--- config.mk ---
export PLATFORM = sky130hd
export DESIGN_NAME = lsu_pipe_flat
export DESIGN_NICKNAME = d
export VERILOG_FILES = /design/src/hw/lsu_pkg.sv /design/src/hw/lsu_ifs.sv /design/src/hw/lsu_pipe.sv /design/src/flat_wrapper.sv
export VERILOG_INCLUDE_DIRS = /design/src /design/src/hw
export SDC_FILE = /design/constraint.sdc
export NUM_CORES = 1
export LEC_CHECK = 0
export BUFFER_PORTS_ARGS = -buffer_cell sky130_fd_sc_hd__buf_4
export CAP_MARGIN = 20
export CORE_MARGIN = 2
export CORE_UTILIZATION = 44
export CTS_BUF_LIST = sky130_fd_sc_hd__clkbuf_8
export DETAILED_ROUTE_END_ITERATION = 8
export GPL_TIMING_DRIVEN = 0
export MAX_ROUTING_LAYER = met4
export PLACE_DENSITY = 0.82
export SYNTH_ARGS = -nofsm -noshare
export SYNTH_HDL_FRONTEND = slang
export SYNTH_SLANG_ARGS = --single-unit
--- constraint.sdc ---
create_clock -name i_clk -period 1.15 [get_ports i_clk]
set_input_delay 0 -clock i_clk [delete_from_list [all_inputs] [get_ports i_clk]]
set_output_delay 0 -clock i_clk [all_outputs]
set_load 0.1 [all_outputs]
--- src/hw/lsu_config.svh ---
`ifndef LSU_CONFIG_SVH
`define LSU_CONFIG_SVH

// Data word width in bits
`define LSU_DATA_W 32

// Byte address width, 64 words of 32 bits
`define LSU_ADDR_W 8

// Store buffer entries, power of two
`define LSU_STBUF_DEPTH 4

// Request tag width
`define LSU_TAG_W 4

`endif

--- src/hw/lsu_pkg.sv ---
`include "lsu_config.svh"

package lsu_pkg;

  typedef enum logic [1:0] {
    OP_LW,
    OP_SW,
    OP_SB
  } lsu_op_e;

  typedef struct packed {
    logic                   valid;
    logic [`LSU_TAG_W-1:0]  tag;
    logic                   is_load;
    logic [`LSU_DATA_W-1:0] data;
  } done_rpt_t;

  // Replace the bytes of base that are enabled in strb
  function automatic logic [`LSU_DATA_W-1:0] merge_bytes(
    input logic [`LSU_DATA_W-1:0]   base,
    input logic [`LSU_DATA_W/8-1:0] strb,
    input logic [`LSU_DATA_W-1:0]   upd
  );
    logic [`LSU_DATA_W-1:0] res;
    res = base;
    for (int b = 0; b < `LSU_DATA_W / 8; b++) begin
      if (strb[b]) begin
        res[b*8 +: 8] = upd[b*8 +: 8];
      end
    end
    return res;
  endfunction

endpackage

--- src/hw/lsu_ifs.sv ---
`include "lsu_config.svh"

// Cache read port, data returns one cycle after s0
interface dcache_rd_if;
  logic                   s0_valid;
  logic [`LSU_ADDR_W-1:0] s0_addr;
  logic                   s1_valid;
  logic [`LSU_DATA_W-1:0] s1_data;

  modport requester (output s0_valid, s0_addr, input s1_valid, s1_data);
  modport responder (input s0_valid, s0_addr, output s1_valid, s1_data);
endinterface

// One strobe per store entering the store buffer
interface stbuf_push_if;
  logic                     valid;
  logic [`LSU_ADDR_W-1:0]   addr;
  logic [`LSU_DATA_W-1:0]   data;
  logic [`LSU_DATA_W/8-1:0] strb;

  modport source (output valid, addr, data, strb);
  modport sink   (input valid, addr, data, strb);
endinterface

// Same-cycle forwarding lookup into the store buffer
interface fwd_check_if;
  logic                     valid;
  logic [`LSU_ADDR_W-1:0]   addr;
  logic                     hit;
  logic [`LSU_DATA_W/8-1:0] data_strb;
  logic [`LSU_DATA_W-1:0]   data;

  modport requester (output valid, addr, input hit, data_strb, data);
  modport responder (input valid, addr, output hit, data_strb, data);
endinterface


--- src/hw/lsu_pipe.sv ---
`include "lsu_config.svh"

module lsu_pipe (
  input  logic                                i_clk,
  input  logic                                i_reset_n,
  input  logic                                i_req_valid,
  input  lsu_pkg::lsu_op_e                    i_req_op,
  input  logic [`LSU_ADDR_W-1:0]              i_req_addr,
  input  logic [`LSU_DATA_W-1:0]              i_req_data,
  input  logic [`LSU_TAG_W-1:0]               i_req_tag,
  output logic                                o_req_ready,
  dcache_rd_if.requester                      rd,
  stbuf_push_if.source                        push,
  fwd_check_if.requester                      fwd,
  input  logic [$clog2(`LSU_STBUF_DEPTH):0]   i_stbuf_count,
  output lsu_pkg::done_rpt_t                  o_done
);

  localparam int BYTES = `LSU_DATA_W / 8;
  localparam int OFF_W = $clog2(BYTES);
  localparam int CNT_W = $clog2(`LSU_STBUF_DEPTH) + 1;

  logic                   w_accept;
  logic [BYTES-1:0]       w_st_strb;
  logic [`LSU_DATA_W-1:0] w_st_data;

  logic                   r_s2_valid;
  lsu_pkg::lsu_op_e       r_s2_op;
  logic [`LSU_ADDR_W-1:0] r_s2_addr;
  logic [`LSU_DATA_W-1:0] r_s2_data;
  logic [BYTES-1:0]       r_s2_strb;
  logic [`LSU_TAG_W-1:0]  r_s2_tag;

  logic                   w_s2_load;
  logic                   w_s2_store;
  logic [`LSU_DATA_W-1:0] w_ld_data;

  // ------------------------------------------------------------
  // Stage 1: accept, cache read, store expansion
  // ------------------------------------------------------------
  // A store already in stage 2 still needs a buffer slot
  assign o_req_ready = (i_stbuf_count + CNT_W'(w_s2_store)) < CNT_W'(`LSU_STBUF_DEPTH);
  assign w_accept    = i_req_valid & o_req_ready;

  assign rd.s0_valid = w_accept && (i_req_op == lsu_pkg::OP_LW);
  assign rd.s0_addr  = i_req_addr;

  always_comb begin
    w_st_strb = '0;
    w_st_data = i_req_data;
    case (i_req_op)
      lsu_pkg::OP_SW: w_st_strb = '1;
      lsu_pkg::OP_SB: begin
        w_st_strb = BYTES'(1) << i_req_addr[OFF_W-1:0];
        w_st_data = {BYTES{i_req_data[7:0]}};
      end
      default: ;
    endcase
  end

  always_ff @(posedge i_clk or negedge i_reset_n) begin
    if (!i_reset_n) begin
      r_s2_valid <= 1'b0;
    end else begin
      r_s2_valid <= w_accept;
    end
  end

  always_ff @(posedge i_clk) begin
    r_s2_op   <= i_req_op;
    r_s2_addr <= i_req_addr;
    r_s2_data <= w_st_data;
    r_s2_strb <= w_st_strb;
    r_s2_tag  <= i_req_tag;
  end

  // ------------------------------------------------------------
  // Stage 2: push stores, merge forwarded bytes into loads
  // ------------------------------------------------------------
  assign w_s2_load  = r_s2_valid && (r_s2_op == lsu_pkg::OP_LW);
  assign w_s2_store = r_s2_valid && (r_s2_op != lsu_pkg::OP_LW);

  assign push.valid = w_s2_store;
  assign push.addr  = r_s2_addr;
  assign push.data  = r_s2_data;
  assign push.strb  = r_s2_strb;

  assign fwd.valid = w_s2_load;
  assign fwd.addr  = r_s2_addr;

  // Younger buffered bytes win over the cache word
  assign w_ld_data = fwd.hit ? lsu_pkg::merge_bytes(rd.s1_data, fwd.data_strb, fwd.data)
                             : rd.s1_data;

  always_ff @(posedge i_clk or negedge i_reset_n) begin
    if (!i_reset_n) begin
      o_done <= '0;
    end else begin
      o_done.valid   <= r_s2_valid;
      o_done.tag     <= r_s2_tag;
      o_done.is_load <= w_s2_load;
      o_done.data    <= (w_s2_load && rd.s1_valid) ? w_ld_data : '0;
    end
  end

endmodule

--- src/flat_wrapper.sv ---
// flat-port wrapper written by rule: the top's interface ports become plain ports
module lsu_pipe_flat 
  (i_clk, i_reset_n, i_req_valid, i_req_op, i_req_addr, i_req_data, i_req_tag, o_req_ready, i_stbuf_count, o_done, rd_s0_valid, rd_s0_addr, rd_s1_valid, rd_s1_data, push_valid, push_addr, push_data, push_strb, fwd_valid, fwd_addr, fwd_hit, fwd_data_strb, fwd_data);
  dcache_rd_if rd_i ();
  stbuf_push_if push_i ();
  fwd_check_if fwd_i ();
  input  logic i_clk;
  input  logic i_reset_n;
  input  logic i_req_valid;
  input  lsu_pkg::lsu_op_e i_req_op;
  input  logic [`LSU_ADDR_W-1:0] i_req_addr;
  input  logic [`LSU_DATA_W-1:0] i_req_data;
  input  logic [`LSU_TAG_W-1:0] i_req_tag;
  output logic o_req_ready;
  input  logic [$clog2(`LSU_STBUF_DEPTH):0] i_stbuf_count;
  output lsu_pkg::done_rpt_t o_done;
  output wire logic [$bits(rd_i.s0_valid)-1:0] rd_s0_valid;
  output wire logic [$bits(rd_i.s0_addr)-1:0] rd_s0_addr;
  input wire logic [$bits(rd_i.s1_valid)-1:0] rd_s1_valid;
  input wire logic [$bits(rd_i.s1_data)-1:0] rd_s1_data;
  output wire logic [$bits(push_i.valid)-1:0] push_valid;
  output wire logic [$bits(push_i.addr)-1:0] push_addr;
  output wire logic [$bits(push_i.data)-1:0] push_data;
  output wire logic [$bits(push_i.strb)-1:0] push_strb;
  output wire logic [$bits(fwd_i.valid)-1:0] fwd_valid;
  output wire logic [$bits(fwd_i.addr)-1:0] fwd_addr;
  input wire logic [$bits(fwd_i.hit)-1:0] fwd_hit;
  input wire logic [$bits(fwd_i.data_strb)-1:0] fwd_data_strb;
  input wire logic [$bits(fwd_i.data)-1:0] fwd_data;
  assign rd_s0_valid = rd_i.s0_valid;
  assign rd_s0_addr = rd_i.s0_addr;
  assign rd_i.s1_valid = rd_s1_valid;
  assign rd_i.s1_data = rd_s1_data;
  assign push_valid = push_i.valid;
  assign push_addr = push_i.addr;
  assign push_data = push_i.data;
  assign push_strb = push_i.strb;
  assign fwd_valid = fwd_i.valid;
  assign fwd_addr = fwd_i.addr;
  assign fwd_i.hit = fwd_hit;
  assign fwd_i.data_strb = fwd_data_strb;
  assign fwd_i.data = fwd_data;
  lsu_pipe u_core (.i_clk(i_clk), .i_reset_n(i_reset_n), .i_req_valid(i_req_valid), .i_req_op(i_req_op), .i_req_addr(i_req_addr), .i_req_data(i_req_data), .i_req_tag(i_req_tag), .o_req_ready(o_req_ready), .rd(rd_i), .push(push_i), .fwd(fwd_i), .i_stbuf_count(i_stbuf_count), .o_done(o_done));
endmodule
Word-level counts from Yosys, hierarchy flattened:

Cells that the tools add are included.
Widths: inputs -> output; s select.

* logic and storage cells: 31
* output and inout bits: 102
* register bits after elaboration: 89
* input port bits: 122

* shift operators: 1
* magnitude comparators: 1
* add/subtract/negate cells: 1
* reductions and logical operators: 7
* equal/unequal tests: 2
* bitwise gates (word level): 1
* multiplexer cells: 8

Operator list (count)
* $mux 32: 3
* $mux 8: 4
* $pmux 4 s2: 1
* $logic_and 1x1->1: 4
* $logic_not 2->1: 2
* $shl 1x2->4 const A: 1
* $add 3x1->3: 1
* $lt 3x3->1 const B: 1
* $eq 2x1->1 const B: 1
* $eq 2x2->1 const B: 1
* $reduce_bool 2->1: 1
* $and 1x1->1: 1

Longest topological paths before layout:

Gate-level depths: netlist of run 1.

* word-level depth: 6
* mapped depth: 6
* gate-level depth less buffers: 4

Worst setup path after synthesis of run 1:

OpenSTA, ideal clock, no wires.

* kind: register -> register
* start point: register u_core.r_s2_valid
* end point: register u_core.o_done[32] (netlist name)
* stages on the path, launching flop included: 2
* arrival time: 2.634 ns
* clock period less this slack: 2.991 ns
* buffers on the path: 0
* setup time: 0.358 ns
* required time: 0.792 ns
* slack: -1.841 ns
* cells stage by stage: dfrtp_1 nor3b_1

* word-level cells in the longest chain between the ends: 1

RTL lines
* start: declaration: RTL line lsu_pipe.sv:27 `logic r_s2_valid;`
* start signal: assignment: RTL line lsu_pipe.sv:65 `r_s2_valid <= w_accept;`
* $logic_and 1x1->1: RTL line lsu_pipe.sv:80 `assign w_s2_load = r_s2_valid && (r_s2_op == lsu_pkg::OP_LW);`
* via fwd_valid: RTL line flat_wrapper.sv:25 `output wire logic [$bits(fwd_i.valid)-1:0] fwd_valid;`

The timed path passes the listed nets, and every way through them passes these cells.

Worst setup path in the final report of run 1:

* start point: register u_core.r_s2_valid
* end point: output rd_s0_valid

* word-level cells in the longest chain between the ends: 5

RTL lines
* $logic_and 1x1->1: RTL line lsu_pipe.sv:81 `assign w_s2_store = r_s2_valid && (r_s2_op != lsu_pkg::OP_LW);`
* $add 3x1->3: RTL line lsu_pipe.sv:42 `` assign o_req_ready = (i_stbuf_count + CNT_W'(w_s2_store)) < CNT_W'(`LSU_STBUF_DEPTH); ``
* $lt 3x3->1: RTL line lsu_pipe.sv:42
* $and 1x1->1: RTL line lsu_pipe.sv:43 `assign w_accept = i_req_valid & o_req_ready;`
* $logic_and 1x1->1: RTL line lsu_pipe.sv:45 `assign rd.s0_valid = w_accept && (i_req_op == lsu_pkg::OP_LW);`
* end: declaration: RTL line flat_wrapper.sv:17 `output wire logic [$bits(rd_i.s0_valid)-1:0] rd_s0_valid;`

Every way passes these cells.

==> results of run 1 <==
[worst min-delay path by stage]
stage                     slack (ns)                           to
after global placement         0.004   u_core.o_done[1]$_DFF_PN0_
after detailed placement       0.004   u_core.o_done[2]$_DFF_PN0_
after global routing           0.007  u_core.o_done[11]$_DFF_PN0_
after CTS                      0.003  u_core.o_done[11]$_DFF_PN0_
final                           0.02  u_core.o_done[31]$_DFF_PN0_
after floorplan                -0.30   u_core.o_done[0]$_DFF_PN0_
[cells in the final DEF (no fill, tap or decap), drive strengths merged, types with 3 or more instances in the layout]
master	instances
buf	261
inv	28
dfxtp	50
nand2	9
clkbuf	15
nand3	33
o21ai	24
a21oi	32
o21a	4
dfrtp	39
ha	3
a21bo	32
dlygate4sd3	87
[through the flow]
step           instance area [um^2]  std cells
4_1_cts                        6492        731
6_report                       6658        736
5_1_grt                        6658        736
3_5_place_dp                   5320        624
3_3_place_gp                   5320        624
2_1_floorplan                  3556        304
[registers in the layout (all words and copies together), names as in the netlist]
register / count
u_core.r_s2_valid: 1
u_core.push.strb: 4
u_core.fwd.addr: 8
u_core.r_s2_tag: 4
u_core.o_done: 38
u_core.r_s2_op: 2
u_core.push.data: 32
[final cells by class]
type	count	area [um^2]
Timing Repair Buffer	314	2676
Buffer	39	329.1
Clock inverter	6	82.58
Multi-Input combinational cell	150	1212
Tap cell	102	127.6
Sequential cell	89	1994
Fill cell	358	1070
Inverter	26	97.59
Clock buffer	10	137.6
[cell usage after synthesis, types with 2 or more instances]
cell      number
a21bo_2       32
a21oi_1        2
a21oi_2       29
and3b_1        2
buf_12         3
buf_2          8
buf_4         19
buf_6          7
clkbuf_1       2
dfrtp_1       39
dfxtp_1       50
ha_1           3
inv_1         26
mux2i_1        2
nand2_1        9
nand3_1       33
nor3b_1        2
o21a_1         4
o21ai_0       24
[critical path, stage by stage, from the launching register on]
cell	delay, ns
dfrtp_1	0.36
o2111a_2	0.32
mux2i_4	0.28
buf_12	0.19
[logic make-up (layout without fill, tap and decap cells)]
| logic type | Yosys count | after routing | synth area share [%] |
|---|---|---|---|
| muxes | 2 | 2 | 0.5719 |
| buffers and inverters | 65 | 395 | 12.19 |
| xor gates and xnor gates | 1 | 1 | 0.2502 |
| adders and majority gates | 3 | 3 | 1.072 |
| AOI/OAI and AO/OA | 94 | 94 | 21.94 |
| DFF | 89 | 89 | 56.47 |
| and+or+nand+nor | 50 | 50 | 7.506 |
[power groups by stage]
stage          sequential [W]  clock (W)  combinational, W
6_report              0.00330    0.00241           0.00267
5_1_grt               0.00331    0.00256           0.00276
4_1_cts               0.00329    0.00240           0.00258
3_5_place_dp          0.00336          0           0.00230
3_3_place_gp          0.00336          0           0.00228
2_1_floorplan         0.00432          0          0.000655
[what timing repair did]
action | in CTS | in global routing
setup endpoints to repair | 4 | 35
buffers inserted | 4 | 3
endpoints found under the hold margin | 120 | 1
gates resized for setup | 14 | 11
hold buffers | 87 | 1
pin swaps | 2 | 1
gates cloned | 0 | 3
[layer usage]
layer	vias up	wire length, um
li1	1649	-
met1	1765	4921
met5	-	0
met3	60	1110
met4	0	703
met2	211	7488
==> impl_metrics.tcl, run 1 <==
set metrics [dict create \
    p_leak_nw 3.288 \
    setup_ws_ns -0.3366 \
    antenna_found_initial 0 \
    tritoncts "yes" \
    grt_pass1_wl_mm 18.94 \
    ioPinCount 224 \
    startpoint_type "flop" \
    worstPathArrival_ns 1.49 \
    worst_pin_slew_ns 0.5177 \
    remaining_drc_errors 0 \
    final_core_util_pct 86.16 \
    yosys-top-cells-area "dfxtp_1 (29%), dfrtp_1 (28%), a21bo_2 (9.1%)" \
    hold_depth 3 \
    r2r-start "u_core.r_s2_op[0]$_DFF_P_" \
    drv_slew 0 \
    p_sw_w 0.002946 \
    violations "negative setup slack" \
    synth_area_um2 3501 \
    synthFlopType "dfxtp_1" \
    total_power_w 0.008379 \
    vias 3685 \
    grt_pass1_vias 3854 \
    ir_worst_vdd_uv 1076 \
    cts.sinks 89 \
    first_pass_iters 4 \
    die_x_um 93.20 \
    tns_ns -1.649 \
    grtUsageMet2_pct 52.66 \
    end_kind "primary output" \
    r2r_setup_slack_ns -0.09 \
    synth_seq_area_share_pct 56.47 \
    cts_inserted_buffers 9 \
    fp.coreArea_um2 7727 \
    post-place-ws_ns -0.1303 \
    maxSlewHeadroom_pct 65.49 \
    ys_types 27 \
    crit_fanout 3 \
    grtUsageMet1_pct 29.68 \
    grt-ovfl-total 0 \
    final_layout_size_suffix_gt1_share_pct 56.15 \
    drt-total-wl_mm 14.22 \
    holdCritPathClass "input port to flop" \
    use_met3_pct 7.575 \
    pwr-share-comb_pct 31.9 \
    fin_crit_ns 1.487 \
    postRouteAntennaNets 0 \
    syn_avg_cell_area_um2 11.52 \
    fin_crit_sh_pct 129.3 \
    cts_htree_levels 3 \
    routedWlPerCell_um 19.33 \
    hold_ws_ns 0.01654 \
    skew_ns 0.01116 \
    required_ns 1.15 \
    sequentialPowerShare_pct 39.4 \
    grt_start_max_net_pins 40 \
    die_h_um 93.20 \
    syn_to_final_growth_pct 90.17 \
    status "finished, violations left" \
    yosysWarnings 0 \
    clock_path_buffers 2 \
    root_buffer "clkbuf_8" \
    max_freq_mhz 672.7 \
    reg2reg_depth 5 \
    min_from "rd_s1_data[31]" \
    r2r_end "u_core.o_done[15]$_DFF_PN0_" \
    worstSkewPairLatency_ns 0.35 \
    path_class "flop to primary output" \
    floorplan.initialDensity_pct 45.30 \
    p_per_area_nw_per_um2 1259 \
    fin_nets 754 \
    die_area_um2 8686 \
    finalHoldViolations 0 \
    dp_hpwl_mm 7.520 \
    synth_top_area_share_pct 28.59 \
    gp_congestion 0.7515 \
    busiest_layer "met2" \
    synth_edf_count 0 \
    synth_top_area_cell "dfxtp_1" \
    internal_power_w 0.005433 \
    ys_ff_latch 89 \
    setup_viol 35 \
    grt_use_total_pct 29.24 \
    syn_inst 304 \
    vias_per_cell 5.007 \
    critPathLaunch "u_core.r_s2_valid$_DFF_PN0_" \
    n_antenna_cell 0 \
    first_iter_violations 105 \
    synth_nets 429 \
    synthArstFlopShare_pct 43.82 \
    maxCapViolCount 0 \
    crit_end "rd_s0_valid" \
    rsz0062_at_grt "true" \
    path_clk_slew_ns 0.09 \
    rows 32 \
    port-buffer-count 218 \
    p_sw_share_pct 35.15 \
    power.clock.fraction_pct 28.7 \
]
(Power assumes the default switching activity.)
==> inputs of run 2 (changes only) <==
CORE_UTILIZATION = 30   (was 44)
PLACE_DENSITY = 0.59   (was 0.82)
==> run 2 against run 1 <==
Compared with the run above: the run still ends with negative setup slack left; combinational power is 1% higher; register-to-register slack got worse by 0.06 ns; die area grew 44%; final cell count grew 9.6%; flip-flop and latch count stayed put.
==> impl_metrics.tcl, run 2 (same netlist as run 1, synthesis figures left out) <==
set metrics [dict create \
    status "finished, violations left" \
    violations "negative setup slack" \
    hold_ws_ns 0.01756 \
    skew_ns 0.006712 \
    die_area_um2 12550 \
    first_pass_iters 5 \
    worstSkewPairLatency_ns 0.37 \
    end_kind "primary output" \
    final_area_um2 6985 \
    grt_start_max_net_pins 40 \
    pwr-share-comb_pct 32.0 \
    gp_congestion 0.7902 \
    first_iter_violations 163 \
    worstPathArrival_ns 1.53 \
    tritoncts "yes" \
    largest_register "u_core.o_done" \
    finalHoldViolations 0 \
    fin_nets 784 \
    maxSlewHeadroom_pct 63.06 \
    vias 3584 \
    maxCapViolCount 0 \
    sequentialPowerShare_pct 38.9 \
    grt-ovfl-total 0 \
    rsz0062_at_grt "true" \
    mostFrequentLayoutCells "buf_4 (237), dlygate4sd3_1 (117), dfxtp_1 (40)" \
    crit_fanout 3 \
    fp.coreArea_um2 11420 \
    n_antenna_cell 0 \
    grt_pass1_vias 3709 \
    die_x_um 112.0 \
    cts_inserted_buffers 9 \
    dp_hpwl_mm 7.856 \
    cts.sinks 89 \
    internal_power_w 0.005612 \
    grt_pass1_wl_mm 18.82 \
    placed_cell_area_um2 5371 \
    setup_viol 35 \
    path_clk_slew_ns 0.08 \
    fin_crit_sh_pct 133.1 \
    p_sw_w 0.002854 \
    drv_slew 0 \
    antenna_found_initial 0 \
    vias_per_cell 4.441 \
    holdCritPathClass "input port to flop" \
    p_leak_nw 3.421 \
    cts_htree_levels 3 \
    fin_crit_ns 1.531 \
    p_per_area_nw_per_um2 1212 \
    clock_path_buffers 2 \
    startpoint_type "flop" \
    largest_reg_flops 38 \
    root_buffer "clkbuf_8" \
    die_h_um 112.0 \
    syn_to_final_growth_pct 99.54 \
    drt-total-wl_mm 12.33 \
    remaining_drc_errors 0 \
    power.clock.fraction_pct 29.2 \
    max_freq_mhz 653.2 \
    postRouteAntennaNets 0 \
    p_sw_share_pct 33.71 \
    setup_ws_ns -0.3808 \
    port-buffer-count 218 \
    grt_use_total_pct 19.53 \
    ir_worst_vdd_uv 1187 \
    final_common_cell "buf_4" \
    ioPinCount 224 \
    post-place-ws_ns -0.1412 \
    routedWlPerCell_um 15.28 \
    worst_pin_slew_ns 0.5541 \
    final_layout_size_suffix_gt1_share_pct 53.46 \
    path_class "flop to primary output" \
    rows 39 \
    required_ns 1.15 \
    final_core_util_pct 61.18 \
    floorplan.initialDensity_pct 30.66 \
]
[run 2: timing repair]
| action | CTS | global route |
|---|---|---|
| buffers inserted | 4 | 2 |
| resized for setup | 16 | 5 |
| hold endpoints to repair | 120 | 1 |
| gates cloned | 0 | 3 |
| pin swaps | 3 | 1 |
| setup endpoints to repair | 4 | 35 |
| hold buffers | 117 | 1 |
[run 2: worst paths after layout]
| check | from | endpoint | slack, ns | cells past startpoint |
|---|---|---|---|---|
| worst min register to register | u_core.r_s2_tag[3]$_DFF_P_ | u_core.o_done[36]$_DFF_PN0_ | 0.33 | 0 |
| min in group asynchronous | i_reset_n | u_core.o_done[3]$_DFF_PN0_ | 0.17 | 2 |
| worst min-delay path | rd_s1_data[13] | u_core.o_done[13]$_DFF_PN0_ | 0.02 | 3 |
| worst max-delay path | u_core.r_s2_valid$_DFF_PN0_ | rd_s0_valid | -0.38 | 3 |
| worst max register to register | u_core.r_s2_op[1]$_DFF_P_ | u_core.o_done[4]$_DFF_PN0_ | -0.15 | 6 |
| max in group asynchronous | i_reset_n | u_core.o_done[35]$_DFF_PN0_ | 0.60 | 2 |
[run 2: area by class of cell]
cell class | instances | area [um^2]
Fill cell | 898 | 4433
Clock buffer | 12 | 165.2
Sequential cell | 89 | 1994
Multi-Input combinational cell | 150 | 1167
Clock inverter | 4 | 67.56
Inverter | 26 | 97.59
Buffer | 39 | 329.1
Tap cell | 143 | 178.9
Timing Repair Buffer | 344 | 2985
[run 2: power by group through the flow]
stage                     sequential (W)  clock [W]  combinational, W
after floorplan                  0.00432          0          0.000655
after global placement           0.00336          0           0.00229
after detailed placement         0.00337          0           0.00231
after CTS                        0.00329    0.00254           0.00267
after global routing             0.00330    0.00266           0.00282
final                            0.00329    0.00247           0.00271
[run 2: stage by stage]
step / setup TNS, ns / std cells / power [W]
after floorplan: -0.7547 / 304 / 0.004974
after global placement: -0.6357 / 665 / 0.005655
after detailed placement: -1.184 / 665 / 0.005672
after CTS: -1.207 / 802 / 0.008502
after global routing: -5.839 / 807 / 0.008775
final: -4.796 / 807 / 0.008466
[run 2: routing by layer]
| layer | wire length, um | global-route usage [%] | vias to the layer above |
|---|---|---|---|
| met2 | 6253 | 34.38 | 175 |
| met4 | 224 | 5.041 | 0 |
| met5 | 0 | - | - |
| met3 | 922 | 6.048 | 21 |
| li1 | - | - | 1709 |
| met1 | 4931 | 21.60 | 1679 |
[run 2: worst max-delay path, stage by stage (launching register included)]
cell and delay (ns):
dfrtp_1 0.35, o2111a_2 0.32, mux2i_4 0.29, buf_12 0.20
