**config.mk**
```make
export PLATFORM = sky130hd
export DESIGN_NAME = lsu_store_buffer_flat
export DESIGN_NICKNAME = d
export VERILOG_FILES = /design/src/hw/lsu_pkg.sv /design/src/hw/lsu_ifs.sv /design/src/hw/lsu_store_buffer.sv /design/src/flat_wrapper.sv
export VERILOG_INCLUDE_DIRS = /design/src /design/src/hw
export SDC_FILE = /design/constraint.sdc
export NUM_CORES = 1
export LEC_CHECK = 0
export BUFFER_PORTS_ARGS = -buffer_cell sky130_fd_sc_hd__buf_4
export CELL_PAD_IN_SITES_DETAIL_PLACEMENT = 0
export CELL_PAD_IN_SITES_GLOBAL_PLACEMENT = 1
export CORE_ASPECT_RATIO = 1.5
export CORE_MARGIN = 1.5
export CORE_UTILIZATION = 40
export CTS_BUF_LIST = sky130_fd_sc_hd__clkbuf_8
export DETAILED_ROUTE_END_ITERATION = 12
export GPL_ROUTABILITY_DRIVEN = 0
export PLACE_DENSITY_LB_ADDON = 0.3
export SLEW_MARGIN = 15
export SYNTH_ARGS = -nofsm -noshare
export SYNTH_HDL_FRONTEND = slang
export SYNTH_SLANG_ARGS = --single-unit
```
**constraint.sdc**
```tcl
create_clock -name i_clk -period 2.9 [get_ports i_clk]
set_input_delay 0.29 -clock i_clk [delete_from_list [all_inputs] [get_ports i_clk]]
set_output_delay 0.29 -clock i_clk [all_outputs]
set_load 0.01 [all_outputs]
```
**src/hw/lsu_config.svh**
```systemverilog
`ifndef LSU_CONFIG_SVH
`define LSU_CONFIG_SVH

// Data word width in bits
`define LSU_DATA_W 32

// Byte address width, 64 words of 32 bits
`define LSU_ADDR_W 8

// Store buffer entries, power of two
`define LSU_STBUF_DEPTH 4

// Request tag width
`define LSU_TAG_W 4

`endif

```
**src/hw/lsu_pkg.sv**
```systemverilog
`include "lsu_config.svh"

package lsu_pkg;

  typedef enum logic [1:0] {
    OP_LW,
    OP_SW,
    OP_SB
  } lsu_op_e;

  typedef struct packed {
    logic                   valid;
    logic [`LSU_TAG_W-1:0]  tag;
    logic                   is_load;
    logic [`LSU_DATA_W-1:0] data;
  } done_rpt_t;

  // Replace the bytes of base that are enabled in strb
  function automatic logic [`LSU_DATA_W-1:0] merge_bytes(
    input logic [`LSU_DATA_W-1:0]   base,
    input logic [`LSU_DATA_W/8-1:0] strb,
    input logic [`LSU_DATA_W-1:0]   upd
  );
    logic [`LSU_DATA_W-1:0] res;
    res = base;
    for (int b = 0; b < `LSU_DATA_W / 8; b++) begin
      if (strb[b]) begin
        res[b*8 +: 8] = upd[b*8 +: 8];
      end
    end
    return res;
  endfunction

endpackage

```
**src/hw/lsu_ifs.sv**
```systemverilog
`include "lsu_config.svh"


// One strobe per store entering the store buffer
interface stbuf_push_if;
  logic                     valid;
  logic [`LSU_ADDR_W-1:0]   addr;
  logic [`LSU_DATA_W-1:0]   data;
  logic [`LSU_DATA_W/8-1:0] strb;

  modport source (output valid, addr, data, strb);
  modport sink   (input valid, addr, data, strb);
endinterface

// Same-cycle forwarding lookup into the store buffer
interface fwd_check_if;
  logic                     valid;
  logic [`LSU_ADDR_W-1:0]   addr;
  logic                     hit;
  logic [`LSU_DATA_W/8-1:0] data_strb;
  logic [`LSU_DATA_W-1:0]   data;

  modport requester (output valid, addr, input hit, data_strb, data);
  modport responder (input valid, addr, output hit, data_strb, data);
endinterface

// Byte-strobed cache write, taken at the clock edge
interface dcache_wr_if;
  logic                     valid;
  logic [`LSU_ADDR_W-1:0]   addr;
  logic [`LSU_DATA_W-1:0]   data;
  logic [`LSU_DATA_W/8-1:0] strb;

  modport source (output valid, addr, data, strb);
  modport sink   (input valid, addr, data, strb);
endinterface

```
**src/hw/lsu_store_buffer.sv**
```systemverilog
`include "lsu_config.svh"

module lsu_store_buffer (
  input  logic                                i_clk,
  input  logic                                i_reset_n,
  stbuf_push_if.sink                          push,
  fwd_check_if.responder                      fwd,
  dcache_wr_if.source                         wr,
  input  logic                                i_drain_hold,
  output logic [$clog2(`LSU_STBUF_DEPTH):0]   o_count
);

  localparam int DEPTH = `LSU_STBUF_DEPTH;
  localparam int PTR_W = $clog2(DEPTH);
  localparam int CNT_W = PTR_W + 1;
  localparam int BYTES = `LSU_DATA_W / 8;
  localparam int OFF_W = $clog2(BYTES);

  // Entry payload
  logic [`LSU_ADDR_W-1:0] r_addr [DEPTH];
  logic [`LSU_DATA_W-1:0] r_data [DEPTH];
  logic [BYTES-1:0]       r_strb [DEPTH];

  logic [PTR_W-1:0]       r_head;
  logic [PTR_W-1:0]       r_tail;
  logic [CNT_W-1:0]       r_count;

  logic                   w_pop;
  logic [`LSU_DATA_W-1:0] w_fwd_data;
  logic [BYTES-1:0]       w_fwd_strb;

  assign o_count = r_count;

  // ------------------------------------------------------------
  // Queue pointers
  // ------------------------------------------------------------
  assign w_pop = (r_count != '0) && !i_drain_hold;

  always_ff @(posedge i_clk or negedge i_reset_n) begin
    if (!i_reset_n) begin
      r_head  <= '0;
      r_tail  <= '0;
      r_count <= '0;
    end else begin
      if (push.valid) begin
        r_tail <= r_tail + 1'b1;
      end
      if (w_pop) begin
        r_head <= r_head + 1'b1;
      end
      r_count <= r_count + CNT_W'(push.valid) - CNT_W'(w_pop);
    end
  end

  always_ff @(posedge i_clk) begin
    if (push.valid) begin
      r_addr[r_tail] <= push.addr;
      r_data[r_tail] <= push.data;
      r_strb[r_tail] <= push.strb;
    end
  end

  // ------------------------------------------------------------
  // Forwarding search
  // ------------------------------------------------------------
  // Walk oldest to youngest so later stores overwrite earlier bytes
  always_comb begin
    logic [PTR_W-1:0] idx;
    w_fwd_data = '0;
    w_fwd_strb = '0;
    for (int k = 0; k < DEPTH; k++) begin
      idx = r_head + PTR_W'(k);
      if (fwd.valid && (CNT_W'(k) < r_count) &&
          (r_addr[idx][`LSU_ADDR_W-1:OFF_W] == fwd.addr[`LSU_ADDR_W-1:OFF_W])) begin
        w_fwd_data = lsu_pkg::merge_bytes(w_fwd_data, r_strb[idx], r_data[idx]);
        w_fwd_strb = w_fwd_strb | r_strb[idx];
      end
    end
  end

  assign fwd.hit       = |w_fwd_strb;
  assign fwd.data_strb = w_fwd_strb;
  assign fwd.data      = w_fwd_data;

  // ------------------------------------------------------------
  // Drain head entry into the cache
  // ------------------------------------------------------------
  assign wr.valid = w_pop;
  assign wr.addr  = r_addr[r_head];
  assign wr.data  = r_data[r_head];
  assign wr.strb  = r_strb[r_head];

endmodule

```
**src/flat_wrapper.sv**
```systemverilog
// flat-port wrapper written by rule: the top's interface ports become plain ports
module lsu_store_buffer_flat 
  (i_clk, i_reset_n, i_drain_hold, o_count, push_valid, push_addr, push_data, push_strb, fwd_valid, fwd_addr, fwd_hit, fwd_data_strb, fwd_data, wr_valid, wr_addr, wr_data, wr_strb);
  stbuf_push_if push_i ();
  fwd_check_if fwd_i ();
  dcache_wr_if wr_i ();
  input  logic i_clk;
  input  logic i_reset_n;
  input  logic i_drain_hold;
  output logic [$clog2(`LSU_STBUF_DEPTH):0] o_count;
  input wire logic [$bits(push_i.valid)-1:0] push_valid;
  input wire logic [$bits(push_i.addr)-1:0] push_addr;
  input wire logic [$bits(push_i.data)-1:0] push_data;
  input wire logic [$bits(push_i.strb)-1:0] push_strb;
  input wire logic [$bits(fwd_i.valid)-1:0] fwd_valid;
  input wire logic [$bits(fwd_i.addr)-1:0] fwd_addr;
  output wire logic [$bits(fwd_i.hit)-1:0] fwd_hit;
  output wire logic [$bits(fwd_i.data_strb)-1:0] fwd_data_strb;
  output wire logic [$bits(fwd_i.data)-1:0] fwd_data;
  output wire logic [$bits(wr_i.valid)-1:0] wr_valid;
  output wire logic [$bits(wr_i.addr)-1:0] wr_addr;
  output wire logic [$bits(wr_i.data)-1:0] wr_data;
  output wire logic [$bits(wr_i.strb)-1:0] wr_strb;
  assign push_i.valid = push_valid;
  assign push_i.addr = push_addr;
  assign push_i.data = push_data;
  assign push_i.strb = push_strb;
  assign fwd_i.valid = fwd_valid;
  assign fwd_i.addr = fwd_addr;
  assign fwd_hit = fwd_i.hit;
  assign fwd_data_strb = fwd_i.data_strb;
  assign fwd_data = fwd_i.data;
  assign wr_valid = wr_i.valid;
  assign wr_addr = wr_i.addr;
  assign wr_data = wr_i.data;
  assign wr_strb = wr_i.strb;
  lsu_store_buffer u_core (.i_clk(i_clk), .i_reset_n(i_reset_n), .push(push_i), .fwd(fwd_i), .wr(wr_i), .i_drain_hold(i_drain_hold), .o_count(o_count));
endmodule
```
# --- Word level (Yosys, flattened, before mapping) ---
# Memories as Yosys holds them, arrays and structs flattened.
# Index checks and enable logic that the tools add are counted.
word_totals:
  output_inout_bits: 85
  reg_bits: 7
  memories: 3
  word_cells: 61
  ram_bits: 176
op_classes:
  bitwise_logic: 3
  addsub: 6
  reduce_logical: 12
  eq_ne: 4
  order_cmp: 4
  muxes: 26
mem_list:
  columns: ["memory", "words", "word_bits", "rd", "rd_ports_with_merged_regs", "write_ports", "line_no", "text"]
  rows:
  - ["u_core.r_data", 4, 32, 4, 0, 1, "lsu_store_buffer.sv:21", "logic [`LSU_DATA_W-1:0] r_data [DEPTH];"]
  - ["u_core.r_addr", 4, 8, 4, 0, 1, "lsu_store_buffer.sv:20", "logic [`LSU_ADDR_W-1:0] r_addr [DEPTH];"]
  - ["u_core.r_strb", 4, 4, 4, 0, 1, "lsu_store_buffer.sv:22", "logic [BYTES-1:0] r_strb [DEPTH];"]
op_table:
  columns: ["operator", "n"]
  rows:
  - ["32-bit two-way mux", 4]
  - ["8-bit two-way mux", 16]
  - ["6-bit == test", 4]
  - ["4-bit two-way mux", 4]
  - ["4-bit bitwise OR", 3]
  - ["1-bit logical AND", 9]
  - ["1-bit by 3-bit < comparator with 1-bit output (first input constant)", 2]
  - ["2-bit by 3-bit < comparator with 1-bit output (first input constant)", 2]
  - ["2-bit by 1-bit adder with 2-bit output (second input constant)", 2]
  - ["2-bit adder (second input constant)", 2]
  - ["4-bit OR reduction", 1]
  - ["3-bit by 1-bit adder with 3-bit output", 1]
  - ["3-bit nonzero test", 1]
  - ["3-bit by 1-bit subtractor with 3-bit output", 1]
  - ["1-bit two-way mux", 2]
  - ["1-bit logical NOT", 1]

# --- Depth between registers and ports, before layout ---
# Gate-level depths: netlist (run 1).
depth:
  ltp_word: 11
  depth_mapped: 15
  depth_no_buf: 9

# --- Least setup slack after synthesis (run 1) ---
# Ideal clock, no wire load.
synth_timing:
  path_kind: "register to output"
  start: "reg u_core.r_head[1]"
  end: "out fwd_hit"
  arrival_time_ns: 2.871
  path_stages_with_launch: 9
  slack_ns: -0.261
  path_cell_list: "dfrtp_1 > buf_2 > buf_2 > mux4_2 > xnor2_1 > nand4_1 > nor3b_2 > or4_4 > or4_1"
synth_between:
  elab_chain_cells: 11
synth_lines:
  columns: ["item", "line_no", "text"]
  rows:
  - ["from (decl)", "lsu_store_buffer.sv:24", "logic [PTR_W-1:0] r_head;"]
  - ["from (signal assigned)", "lsu_store_buffer.sv:49", "r_head <= r_head + 1'b1;"]
  - ["branches (longest 9 deep; another with memory read 4 x 8 bit)", null, null]
  - ["4-bit two-way mux *", "lsu_store_buffer.sv:73", "if (fwd.valid && (CNT_W'(k) < r_count) &&"]
  - ["net fwd_data_strb[1]", "flat_wrapper.sv:18", "output wire logic [$bits(fwd_i.data_strb)-1:0] fwd_data_strb;"]
  - ["4-bit OR reduction *", "lsu_store_buffer.sv:81", "assign fwd.hit = |w_fwd_strb;"]
  - ["to (decl)", "flat_wrapper.sv:17", "output wire logic [$bits(fwd_i.hit)-1:0] fwd_hit;"]
# Mark *: on every way through the listed nets, which the timed path passes.

# --- Worst setup path in the final report (run 1) ---
layout_timing:
  start: "reg u_core.r_head[0]"
  end: "out fwd_hit"
layout_between:
  elab_chain_cells: 11
layout_lines:
  columns: ["item", "line_no"]
  rows:
  - ["branches (longest 9 deep; another with memory read 4 x 8 bit)", null]
  - ["4-bit two-way mux *", "lsu_store_buffer.sv:73"]
  - ["4-bit OR reduction *", "lsu_store_buffer.sv:81"]
# Every way passes the cells marked *.

==> results of run 1 <==
registers in the layout (all words and copies together), names as in the netlist:
signal	flops
u_core.r_head	2
u_core.o_count	3
u_core.r_data	128
u_core.r_strb	16
u_core.r_tail	2
u_core.r_addr	32
cell families after synthesis:
kind of cell / after synthesis / synth area share
AOI/OAI and AO/OA: 125 / 0.0819
and+or+nand+nor: 171 / 0.0789
DFF: 183 / 0.474
adders and majority gates: 9 / 0.0104
xor gates and xnor gates: 28 / 0.0226
buffers and inverters: 86 / 0.0405
muxes: 193 / 0.292
cell usage in the layout, fill, tap and decap left out, drive strengths merged, types with 3 or more instances in the layout:
cell type	instances
buf	295
edfxtp	176
mux4	110
mux2i	52
dlygate4sd3	46
nand2	45
mux2	31
nor2	27
o21ai	25
and3	25
nor3	22
inv	21
o211ai	18
clkbuf	17
o31ai	16
xnor2	16
a21oi	13
xor2	12
nand3	12
a211oi	12
o211a	9
or2b	8
ha	8
o22ai	8
dfrtp	7
and2	7
a311oi	6
clkinv	5
a2111oi	4
nand2b	4
bufinv	4
or4	4
or2	4
or3	3
nand4	3
clkinvlp	3
nor2b	3
a31oi	3
worst register-to-register path: stages, from the launching register on:
cell	delay (ns)
dfrtp_1	0.35
inv_1	0.06
buf_4	0.13
a31oi_1	0.39
ha_1	0.31
inv_1	0.05
ha_1	0.12
inv_1	0.04
fa_1	0.38
xor2_1	0.17
what timing repair did:
item | in CTS | in global routing
resized for setup | 55 | 44
gates cloned | 1 | 1
pin swaps | 14 | 16
setup buffers | 8 | 18
hold buffers | 46 | 0
endpoints found under the setup margin | 64 | 61
endpoints found under the hold margin | 184 | 0
worst min path at each step:
stage / start / endpoint / cells after the start
2_1_floorplan: i_reset_n / u_core.o_count[0] / 0
4_1_cts: i_reset_n / u_core.o_count[2] / 2
3_5_place_dp: i_reset_n / u_core.r_head[1] / 1
5_1_grt: i_reset_n / u_core.o_count[0] / 2
6_report: i_drain_hold / u_core.r_head[0] / 3
3_3_place_gp: i_reset_n / u_core.r_head[1] / 1
layout make-up:
class / count / area (um^2) / share of cell area
diodes: 1 / 2.50 / 0.000162
clock buffers: 17 / 234 / 0.0152
clock inverters: 15 / 200 / 0.0130
inverters: 18 / 67.6 / 0.00438
multi-input cells: 526 / 6080 / 0.394
flip-flops and latches: 183 / 5470 / 0.354
well taps: 346 / 433 / 0.0280
repair buffers: 342 / 2960 / 0.191
report_power, final:
group	internal (uW)	switching, uW	total (uW)	leakage (uW)
clock network	940	929	1870	0.000210
registers	3490	329	3820	0.00170
logic	4350	3890	8240	0.00398
total	8790	5150	13900	0.00589
metrics by stage:
stage          total power (uW)  hold WS (ns)
6_report                  13900         0.135
3_3_place_gp              11400         0.115
2_1_floorplan              8880      -0.00559
5_1_grt                   14800        0.0979
3_5_place_dp              11500         0.112
4_1_cts                   13700        0.0913
routing by layer:
layer | track usage | up-vias | part of all wire | wire (um)
li1 | - | 3824 | - | -
met2 | 0.366 | 212 | 0.53 | 16000
met1 | 0.244 | 4209 | 0.40 | 12000
met3 | 0.0406 | 56 | 0.042 | 1260
met4 | 0.0875 | 2 | 0.033 | 983
met5 | 0 | - | 0.00040 | 12
==> metrics.cfg, run 1 <==
[status]
status=finished, violations left
violations=setup timing

[clocking]
path_clk_slew_ns=0.08
cts_tree=built
cts_root_buffer=clkbuf_8
numCtsBuffers=17
cts.sinks=183
h-tree-depth=4
clockBufferDepth=2
worstSkewPairLatency_ns=0.49

[grt]
grt_pass1_vias=8525
grt_util_all_layers=0.207
antenna_found_initial=2
overflow=0
grt_max_degree=51
grt_pass1_wl_um=46500

[logic_synthesis]
yosysWarnings=0
yosysTopAreaCell=edfxtp_1
yosysMostFrequentCell=edfxtp_1
ys_seq_elements=183
synth.avg_cell_area_um2=14.5
syn_area_um2=11500
yosys-top-cells-area=edfxtp_1, mux4_2, mux2i_1
syn_inst=795
synthesis.nets=861
async_flop_share=0.0383
yosysSeqAreaShare=0.474
synth_common_cells=edfxtp_1, mux4_2, mux2i_1
synth_enable_flop_cells=176
synth_cell_type_count=62
synth_ff_type=edfxtp_1
synth_top_area_frac=0.459

[sta]
tightest_slew_ns=0.631
timing.final.ws_setup_ns=-0.949
fin_crit_ns=3.85
finalMaxSlewViolations=0
rsz0062_at_grt=yes
skew_ns=0.00879
fmaxAchievable_mhz=260
tns_ns=-29.13
hold_viol=0
setup_viol=37
period_share=1.33
relSlewSlack=0.580

[drt]
drtIter0Drc=471
wl_per_cell_um=20.9
drt_wl_total_um=30200
route.antenna.remaining_nets=0
drc=0
drt_first_pass_iters=5
dr_total_vias=8303
via_per_inst=5.73

[floorplanning]
die_x_um=142
num_rows=75
core_um2=28200
die_h_um=211
initial_core_util=0.409
ios=142
die_area_um2=29800

[power]
ir_drop_v=0.000539
p_leak_uw=0.00589
powerDensity_nw_per_um2=902

[setup_path]
worstSetupEndpointType=output port
crit_path_end=fwd_hit
crit_buf_inv=4
worst-r2r-setup-slack_ns=0.77
cp.depth=11
start_kind=flip-flop
crit_path_start=u_core.r_head[0]
required_ns=2.61
crit_family=simple AND/OR/NAND/NOR gates
reg2reg_depth=9
worstPathCellList=buf_12, buf_12, buf_6, mux2i_4, xnor2_2, nor3_4, o21ai_4, nor2_2, or4_4, or4_4, buf_6
slowest_delay_ns=0.55
crit_path_max_fanout=8
path_class=reg -> out
regToRegStartpoint=u_core.o_count[2]
crit_slowest_cell=or4_4
crit_arrival_ns=3.56
r2r_end=u_core.o_count[2]

[placement]
hpwl_um=20600
placed_cell_area_um2=13900
dp_cells=1342
place_ws_ns=-0.483
portBuffers=139

[layout]
stdcell_count=1448
design_area_um2=15400
drive_above_1_share=0.511
fin_util=0.549
syn2layout_area_growth_pct=34.1
final_nets=1154
fillers=2349

[worst_hold_path]
min_path_type=in -> reg

[run]
max_cap_violations=0

Note: power is estimated with default switching activity, not from simulation.
==> inputs of run 2 (changes only) <==
--- a/config.mk
+++ b/config.mk
@@ -6,6 +6,7 @@
 export SDC_FILE = /design/constraint.sdc
 export NUM_CORES = 1
 export LEC_CHECK = 0
+export ABC_AREA = 1
 export BUFFER_PORTS_ARGS = -buffer_cell sky130_fd_sc_hd__buf_4
 export CELL_PAD_IN_SITES_DETAIL_PLACEMENT = 0
 export CELL_PAD_IN_SITES_GLOBAL_PLACEMENT = 1
==> constraint.sdc (replaced) <==
create_clock -name i_clk -period 2.9 [get_ports i_clk]
set_input_delay 0.725 -clock i_clk [delete_from_list [all_inputs] [get_ports i_clk]]
set_output_delay 0.725 -clock i_clk [all_outputs]
set_load 0.01 [all_outputs]
==> run 2 against run 1 <==
Against the previous run: synthesized area grew 4.2%; the flow still finishes with violations (setup timing); register-to-register slack gained 0.19 ns; critical path depth grew 8; die area grew 4.1%; first-iteration DRC count grew 33%; combinational power grew 41%; worst hold slack gained 0.27 ns; critical path type unchanged; clock power shrank 9%; global-route usage grew 1.0 points; clock-buffer cell count is the same; largest cell class unchanged.
==> metrics.cfg, run 2 <==
[clocking]
h-tree-depth=4  ; unchanged
cts_root_buffer=clkbuf_8
numCtsBuffers=17  ; unchanged
cts.sinks=183  ; unchanged
clockBufferDepth=2  ; unchanged
worstSkewPairLatency_ns=0.51  ; +0.02 ns
path_clk_slew_ns=0.10  ; +0.02 ns
cts_tree=built

[drt]
dr_total_vias=11600  ; +39%
route.antenna.remaining_nets=0  ; unchanged
drc=0  ; unchanged
via_per_inst=5.02  ; -12%
wl_per_cell_um=16.3  ; -22%
drtIter0Drc=626  ; +33%
drt_wl_total_um=37500  ; +24%
drt_first_pass_iters=5  ; unchanged

[layout]
final_common_cell=nand2_1
top_regs=u_core.r_data: 128 flops, u_core.r_addr: 32 flops, u_core.r_strb: 16 flops
largest_reg_flops=128  ; unchanged
syn2layout_area_growth_pct=37.2
most-common-layout-cells=nand2_1, buf_4, inv_1, edfxtp_1, o21ai_0
drive_above_1_share=0.302  ; -0.210
final_nets=1959  ; +70%
design_area_um2=16500  ; +6.6%
regMostFlops=u_core.r_data

[power]
p_leak_uw=0.00768  ; +30%
powerDensity_nw_per_um2=1030  ; +15%
ir_drop_v=0.000787  ; +46%

[setup_path]
crit_arrival_ns=2.92  ; -0.64 ns
worstPathCellList=buf_6, buf_12, nand2_8, nand2_8, nand2_4, nand2_2, nand2_2, nand3_4, nor2_4, buf_6, buf_4, inv_2, nor2_4, clkbuf_16, nand3_2, nand3_1, nand2_1, nand2_2, buf_6
reg2reg_depth=9  ; unchanged
worstSetupEndpointType=output port
required_ns=2.17  ; -0.44 ns
crit_slowest_cell=dfrtp_4
start_kind=flip-flop
crit_path_max_fanout=8  ; unchanged
slowest_delay_ns=0.54  ; about the same
path_class=reg -> out

[grt]
grt_pass1_wl_um=51000  ; +9.7%
grt_max_degree=62  ; +22%
grt_pass1_vias=10000  ; +18%
grt_util_all_layers=0.217  ; +0.0103
overflow=0  ; unchanged
antenna_found_initial=1  ; -1

[logic_synthesis]
yosysSeqAreaShare=0.455  ; -0.0191
syn_inst=1647  ; +110%
synth_top_area_frac=0.440  ; -0.0185
synth_common_cells=nand2_1, o21ai_0, inv_1
yosysTopAreaCell=edfxtp_1
synth_ff_type=edfxtp_1
synthesis.nets=1713  ; +99%
synth_cell_type_count=31  ; -50%
syn_area_um2=12000  ; +4.2%
synth_enable_flop_cells=176  ; unchanged
yosys-top-cells-area=edfxtp_1, nand2_1, o21ai_0
yosysWarnings=0  ; unchanged
async_flop_share=0.0383  ; unchanged
ys_seq_elements=183  ; unchanged
synth.avg_cell_area_um2=7.29  ; -50%
yosysMostFrequentCell=nand2_1

[sta]
fmaxAchievable_mhz=274  ; +5.5%
fin_crit_ns=3.65  ; -0.199 ns
rsz0062_at_grt=yes
timing.final.ws_setup_ns=-0.750  ; +0.199 ns
skew_ns=0.0132  ; +0.00440 ns
finalMaxSlewViolations=0  ; unchanged
setup_viol=68  ; +84%
relSlewSlack=0.631  ; +0.0510
period_share=1.26  ; -0.0688
hold_viol=0  ; unchanged
tightest_slew_ns=0.554  ; -0.0765 ns

[floorplanning]
initial_core_util=0.407  ; -0.00206
die_x_um=144  ; +2.0%
die_h_um=215  ; +2.0%
core_um2=29500  ; +4.7%
die_area_um2=31100  ; +4.1%
ios=142  ; unchanged
num_rows=77  ; +2.7%

[status]
violations=setup timing
status=finished, violations left

[placement]
portBuffers=139  ; unchanged
hpwl_um=22600  ; +9.4%
place_ws_ns=-0.275  ; +0.208 ns
placed_cell_area_um2=14100  ; +1.7%

[worst_hold_path]
min_path_type=in -> reg
hold_depth=1  ; -2

[run]
max_cap_violations=0  ; unchanged

## run 2: cell types whose count changed after synthesis, sizes merged, moves of 44 or more
| cell | delta |
|---|---|
| inv | +216 |
| mux2i | -52 |
| nor2 | +44 |
| nand3 | +92 |
| mux4 | -110 |
| nand2 | +609 |
| o21ai | +231 |
## run 2: cells by family (layout without fill, tap and decap cells)
group / Yosys count / after routing / share of synthesized area
and+or+nand+nor: 841 / 843 / 0.293
buffers and inverters: 318 / 575 / 0.111
AOI/OAI and AO/OA: 293 / 293 / 0.129
DFF: 183 / 183 / 0.455
adders and majority gates: 9 / 9 / 0.0100
xor gates and xnor gates: 3 / 3 / 0.00219
other: 0 / 1 / 0
## run 2: power breakdown
group          leakage [uW]  switching [uW]  internal, uW
registers           0.00170             241          3480
clock network      0.000180             998           698
logic               0.00581            6820          4800
total               0.00768            8060          8980
## run 2: repair_timing
| action | in CTS | in global routing |
|---|---|---|
| setup endpoints to repair | 68 | 72 |
| buffers inserted | 4 | 35 |
| hold buffers | 1 | 0 |
| resized for setup | 57 | 321 |
| pin swaps | 3 | 51 |
| cloned | 3 | 24 |
| hold endpoints to repair | 7 | 0 |
## run 2: through the flow
stage,utilization,instances,hold slack [ns],power [uW],setup TNS (ns)
4_1_cts,0.499,2244,0.372,14500,-27.17
6_report,0.558,2302,0.408,17000,-29.17
2_1_floorplan,-,1647,0.429,9110,0
3_3_place_gp,0.478,2204,0.511,12300,-4.51
5_1_grt,0.558,2302,0.377,18300,-38.16
3_5_place_dp,0.478,2204,0.527,12400,-5.25
## run 2: cell type report
| class | instances | area, um^2 |
|---|---|---|
| diodes | 1 | 2.50 |
| clock buffers | 17 | 234 |
| clock inverters | 15 | 146 |
| fillers | 2753 | 13000 |
| inverters | 234 | 910 |
| multi-input cells | 1148 | 6090 |
| flip-flops and latches | 183 | 5470 |
| well taps | 395 | 494 |
| repair buffers | 308 | 3110 |
| repair inverters | 1 | 7.51 |
## run 2: worst max-delay path, delay by kind of cell (launching register included)
family / cells / cell delay, ns
flops: 1 / 0.54
buf+inv: 7 / 0.81
simple gates: 12 / 1.03
## run 2: final timing paths
check                      slack (ns)         startpoint             endpoint
setup / recovery                -0.75   u_core.r_head[0]          fwd_data[8]
hold / removal                   0.41       push_addr[0]  u_core.r_addr[1][0]
setup reg to reg                 0.96  u_core.o_count[0]    u_core.o_count[2]
hold reg to reg                  0.54   u_core.r_tail[0]     u_core.r_tail[0]
max in group asynchronous        2.19          i_reset_n     u_core.r_head[0]
min in group asynchronous        0.56          i_reset_n     u_core.r_head[1]
## run 2: layer usage
layer / up-vias / GRT usage / share of wire / wire [um]
li1: 5812 / - / - / -
met1: 5381 / 0.250 / 0.39 / 14500
met2: 301 / 0.393 / 0.54 / 20100
met3: 73 / 0.0354 / 0.045 / 1690
met4: 0 / 0.0869 / 0.029 / 1100
met5: - / 0 / 0 / 0
==> inputs of run 3 (changes only) <==
--- a/config.mk
+++ b/config.mk
@@ -12,11 +12,11 @@
 export CELL_PAD_IN_SITES_GLOBAL_PLACEMENT = 1
 export CORE_ASPECT_RATIO = 1.5
 export CORE_MARGIN = 1.5
-export CORE_UTILIZATION = 40
+export CORE_UTILIZATION = 25
 export CTS_BUF_LIST = sky130_fd_sc_hd__clkbuf_8
 export DETAILED_ROUTE_END_ITERATION = 12
 export GPL_ROUTABILITY_DRIVEN = 0
-export PLACE_DENSITY_LB_ADDON = 0.3
+export PLACE_DENSITY_LB_ADDON = 0.1
 export SLEW_MARGIN = 15
 export SYNTH_ARGS = -nofsm -noshare
 export SYNTH_HDL_FRONTEND = slang
==> run 3 against run 2 <==
Against the previous run: the flow still finishes with violations (setup timing); first-iteration DRC count shrank 16%; wire length grew 16%; clock-buffer cell count is the same; final area grew 3.5%; die area grew 59%; global-route usage shrank 4.9 points; non-clock buffer count grew 30; register-to-register slack gained 0.02 ns; sequential share of layout area shrank 1.1 points; fmax is essentially flat; clock skew grew 0.0017 ns; combinational power is essentially flat; highest routed layer is now met5.
==> metrics.cfg, run 3 (same netlist as run 2, synthesis figures left out) <==
[power]
switching_share=0.466  ; -0.00732
p_leak_uw=0.00786  ; +2.4%
power_frac_comb=0.684  ; +0.002
p_switching_uw=8050  ; about the same
ir_drop_v=0.000681  ; -13%
power_frac_seq=0.213  ; -0.005
intPower_uw=9240  ; +2.9%
p_clk_frac=0.103  ; +0.003
powerDensity_nw_per_um2=1010  ; -1.9%

[layout]
regMostFlops=u_core.r_data
syn2layout_area_growth_pct=42.0
drive_above_1_share=0.299  ; -0.00245
final_common_cell=nand2_1
top_regs=u_core.r_data: 128 flops, u_core.r_addr: 32 flops, u_core.r_strb: 16 flops
stdcell_count=2536  ; +10%
final_nets=1988  ; +1.5%
largest_reg_flops=128  ; unchanged
most-common-layout-cells=nand2_1, buf_4, inv_1, edfxtp_1, o21ai_0
fillers=5024  ; +82%

[placement]
hpwl_um=28400  ; +26%
portBuffers=139  ; unchanged
dp_cells=2456  ; +11%

[grt]
grt_max_degree=86  ; +39%
grt_pass1_vias=10800  ; +7.1%
grt_pass1_wl_um=62200  ; +22%
grt_util_all_layers=0.168  ; -0.0488
antenna_found_initial=2  ; +1
overflow=0  ; unchanged

[drt]
drt_wl_total_um=43500  ; +16%
route.antenna.remaining_nets=0  ; unchanged
wl_per_cell_um=17.2  ; +5.5%
drtIter0Drc=528  ; -16%
drc=0  ; unchanged
drt_first_pass_iters=5  ; unchanged
dr_total_vias=11300  ; -2.2%
via_per_inst=4.46  ; -11%

[clocking]
worstSkewPairLatency_ns=0.50  ; about the same
cts.sinks=183  ; unchanged
numCtsBuffers=17  ; unchanged
path_clk_slew_ns=0.10  ; about the same
cts_root_buffer=clkbuf_8
cts_tree=built
clockBufferDepth=2  ; unchanged
h-tree-depth=4  ; unchanged

[run]
max_cap_violations=0  ; unchanged

[sta]
relSlewSlack=0.642  ; +0.0116
period_share=1.26  ; about the same
tns_ns=-26.87  ; +2.29 ns
setup_viol=57  ; -16%
timing.final.ws_setup_ns=-0.753  ; -0.00323 ns
tightest_slew_ns=0.536  ; -0.0181 ns
finalMaxSlewViolations=0  ; unchanged
hold_viol=0  ; unchanged
fmaxAchievable_mhz=274  ; about the same
skew_ns=0.0149  ; +0.00171 ns
rsz0062_at_grt=yes
fin_crit_ns=3.65  ; +0.00323 ns

[floorplanning]
ios=142  ; unchanged
die_x_um=182  ; +26%
die_area_um2=49400  ; +59%
die_h_um=271  ; +26%
num_rows=98  ; +27%
initial_core_util=0.252  ; -0.155
core_um2=47600  ; +61%

[worst_hold_path]
min_path_type=in -> reg

[setup_path]
crit_path_max_fanout=7  ; -1
worstSetupEndpointType=output port
required_ns=2.17  ; about the same
crit_arrival_ns=2.93  ; about the same
path_class=reg -> out
start_kind=flip-flop

[status]
status=finished, violations left
violations=setup timing

-- run 3: cell types whose count changed in the layout (fill, tap and decap cells not counted), sizes merged --
cell | before | now
bufinv | 1 | 2
bufbuf | 0 | 1
inv | 238 | 235
clkbuf | 31 | 30
buf | 293 | 323
clkinvlp | 8 | 2
clkinv | 3 | 10
-- run 3: final timing paths --
kind	cells past startpoint	slack, ns	end	startpoint
worst min register to register	1	0.56	u_core.r_tail[0]	u_core.r_tail[0]
min in group asynchronous	2	0.56	u_core.r_tail[0]	i_reset_n
worst min-delay path	1	0.41	u_core.r_addr[1][4]	push_addr[4]
max in group asynchronous	2	2.18	u_core.r_head[0]	i_reset_n
worst max register to register	9	0.98	u_core.o_count[2]	u_core.o_count[0]
worst max-delay path	16	-0.75	fwd_data[30]	u_core.r_head[0]
-- run 3: layer usage --
layer,wire length [um],global-route usage,vias to the layer above
li1,-,-,5863
met1,18200,0.198,5247
met2,23300,0.318,170
met3,1240,0.0239,34
met4,765,0.0426,2
met5,13,0,-
-- run 3: per-stage QoR --
stage | setup slack [ns] | cell area [um^2] | hold slack (ns) | power (uW) | util
final | -0.753 | 17000 | 0.411 | 17300 | 0.358
after global routing | -0.928 | 17000 | 0.375 | 18700 | 0.358
after CTS | -0.836 | 16000 | 0.360 | 16100 | 0.335
after detailed placement | -0.453 | 14800 | 0.538 | 13200 | 0.311
after global placement | -0.398 | 14800 | 0.528 | 13200 | 0.311
after floorplan | 0.239 | 12000 | 0.429 | 9110 | -
-- run 3: layout make-up --
| class | count | area [um^2] | area share |
|---|---|---|---|
| antenna | 1 | 2.50 | 0.000147 |
| multi-input combinational | 1148 | 5950 | 0.349 |
| sequential | 183 | 5470 | 0.321 |
| clock buffer | 17 | 234 | 0.0137 |
| tap | 600 | 751 | 0.0441 |
| inverter | 234 | 912 | 0.0535 |
| timing repair buffer | 338 | 3570 | 0.210 |
| clock inverter | 15 | 150 | 0.00881 |
-- run 3: power by group through the flow --
stage	Clock [uW]	Sequential (uW)	Combinational, uW
floorplan	0	3680	5430
global placement	0	3710	9470
detailed placement	0	3720	9520
CTS	1850	3670	10500
global route	1940	3740	13100
finish	1770	3690	11800
-- run 3: what timing repair did --
item	in CTS	in global routing
gates cloned	6	16
gates resized for setup	179	185
buffers inserted	10	17
hold endpoints to repair	7	0
hold buffers	1	0
pin swaps	30	54
endpoints found under the setup margin	72	73
-- run 3: critical path, stage by stage (launching register included) --
cell and delay, ns:
dfrtp_4 0.55, buf_12 0.19, buf_16 0.14, nand2_1 0.07, nand2_2 0.07, nand2_1 0.06
nand2_1 0.07, nand2_1 0.08, nand2_2 0.07, nor2_4 0.17, buf_4 0.16, nand4_4 0.18
inv_2 0.14, buf_12 0.12, o211ai_1 0.11, nand2_2 0.12, buf_6 0.10
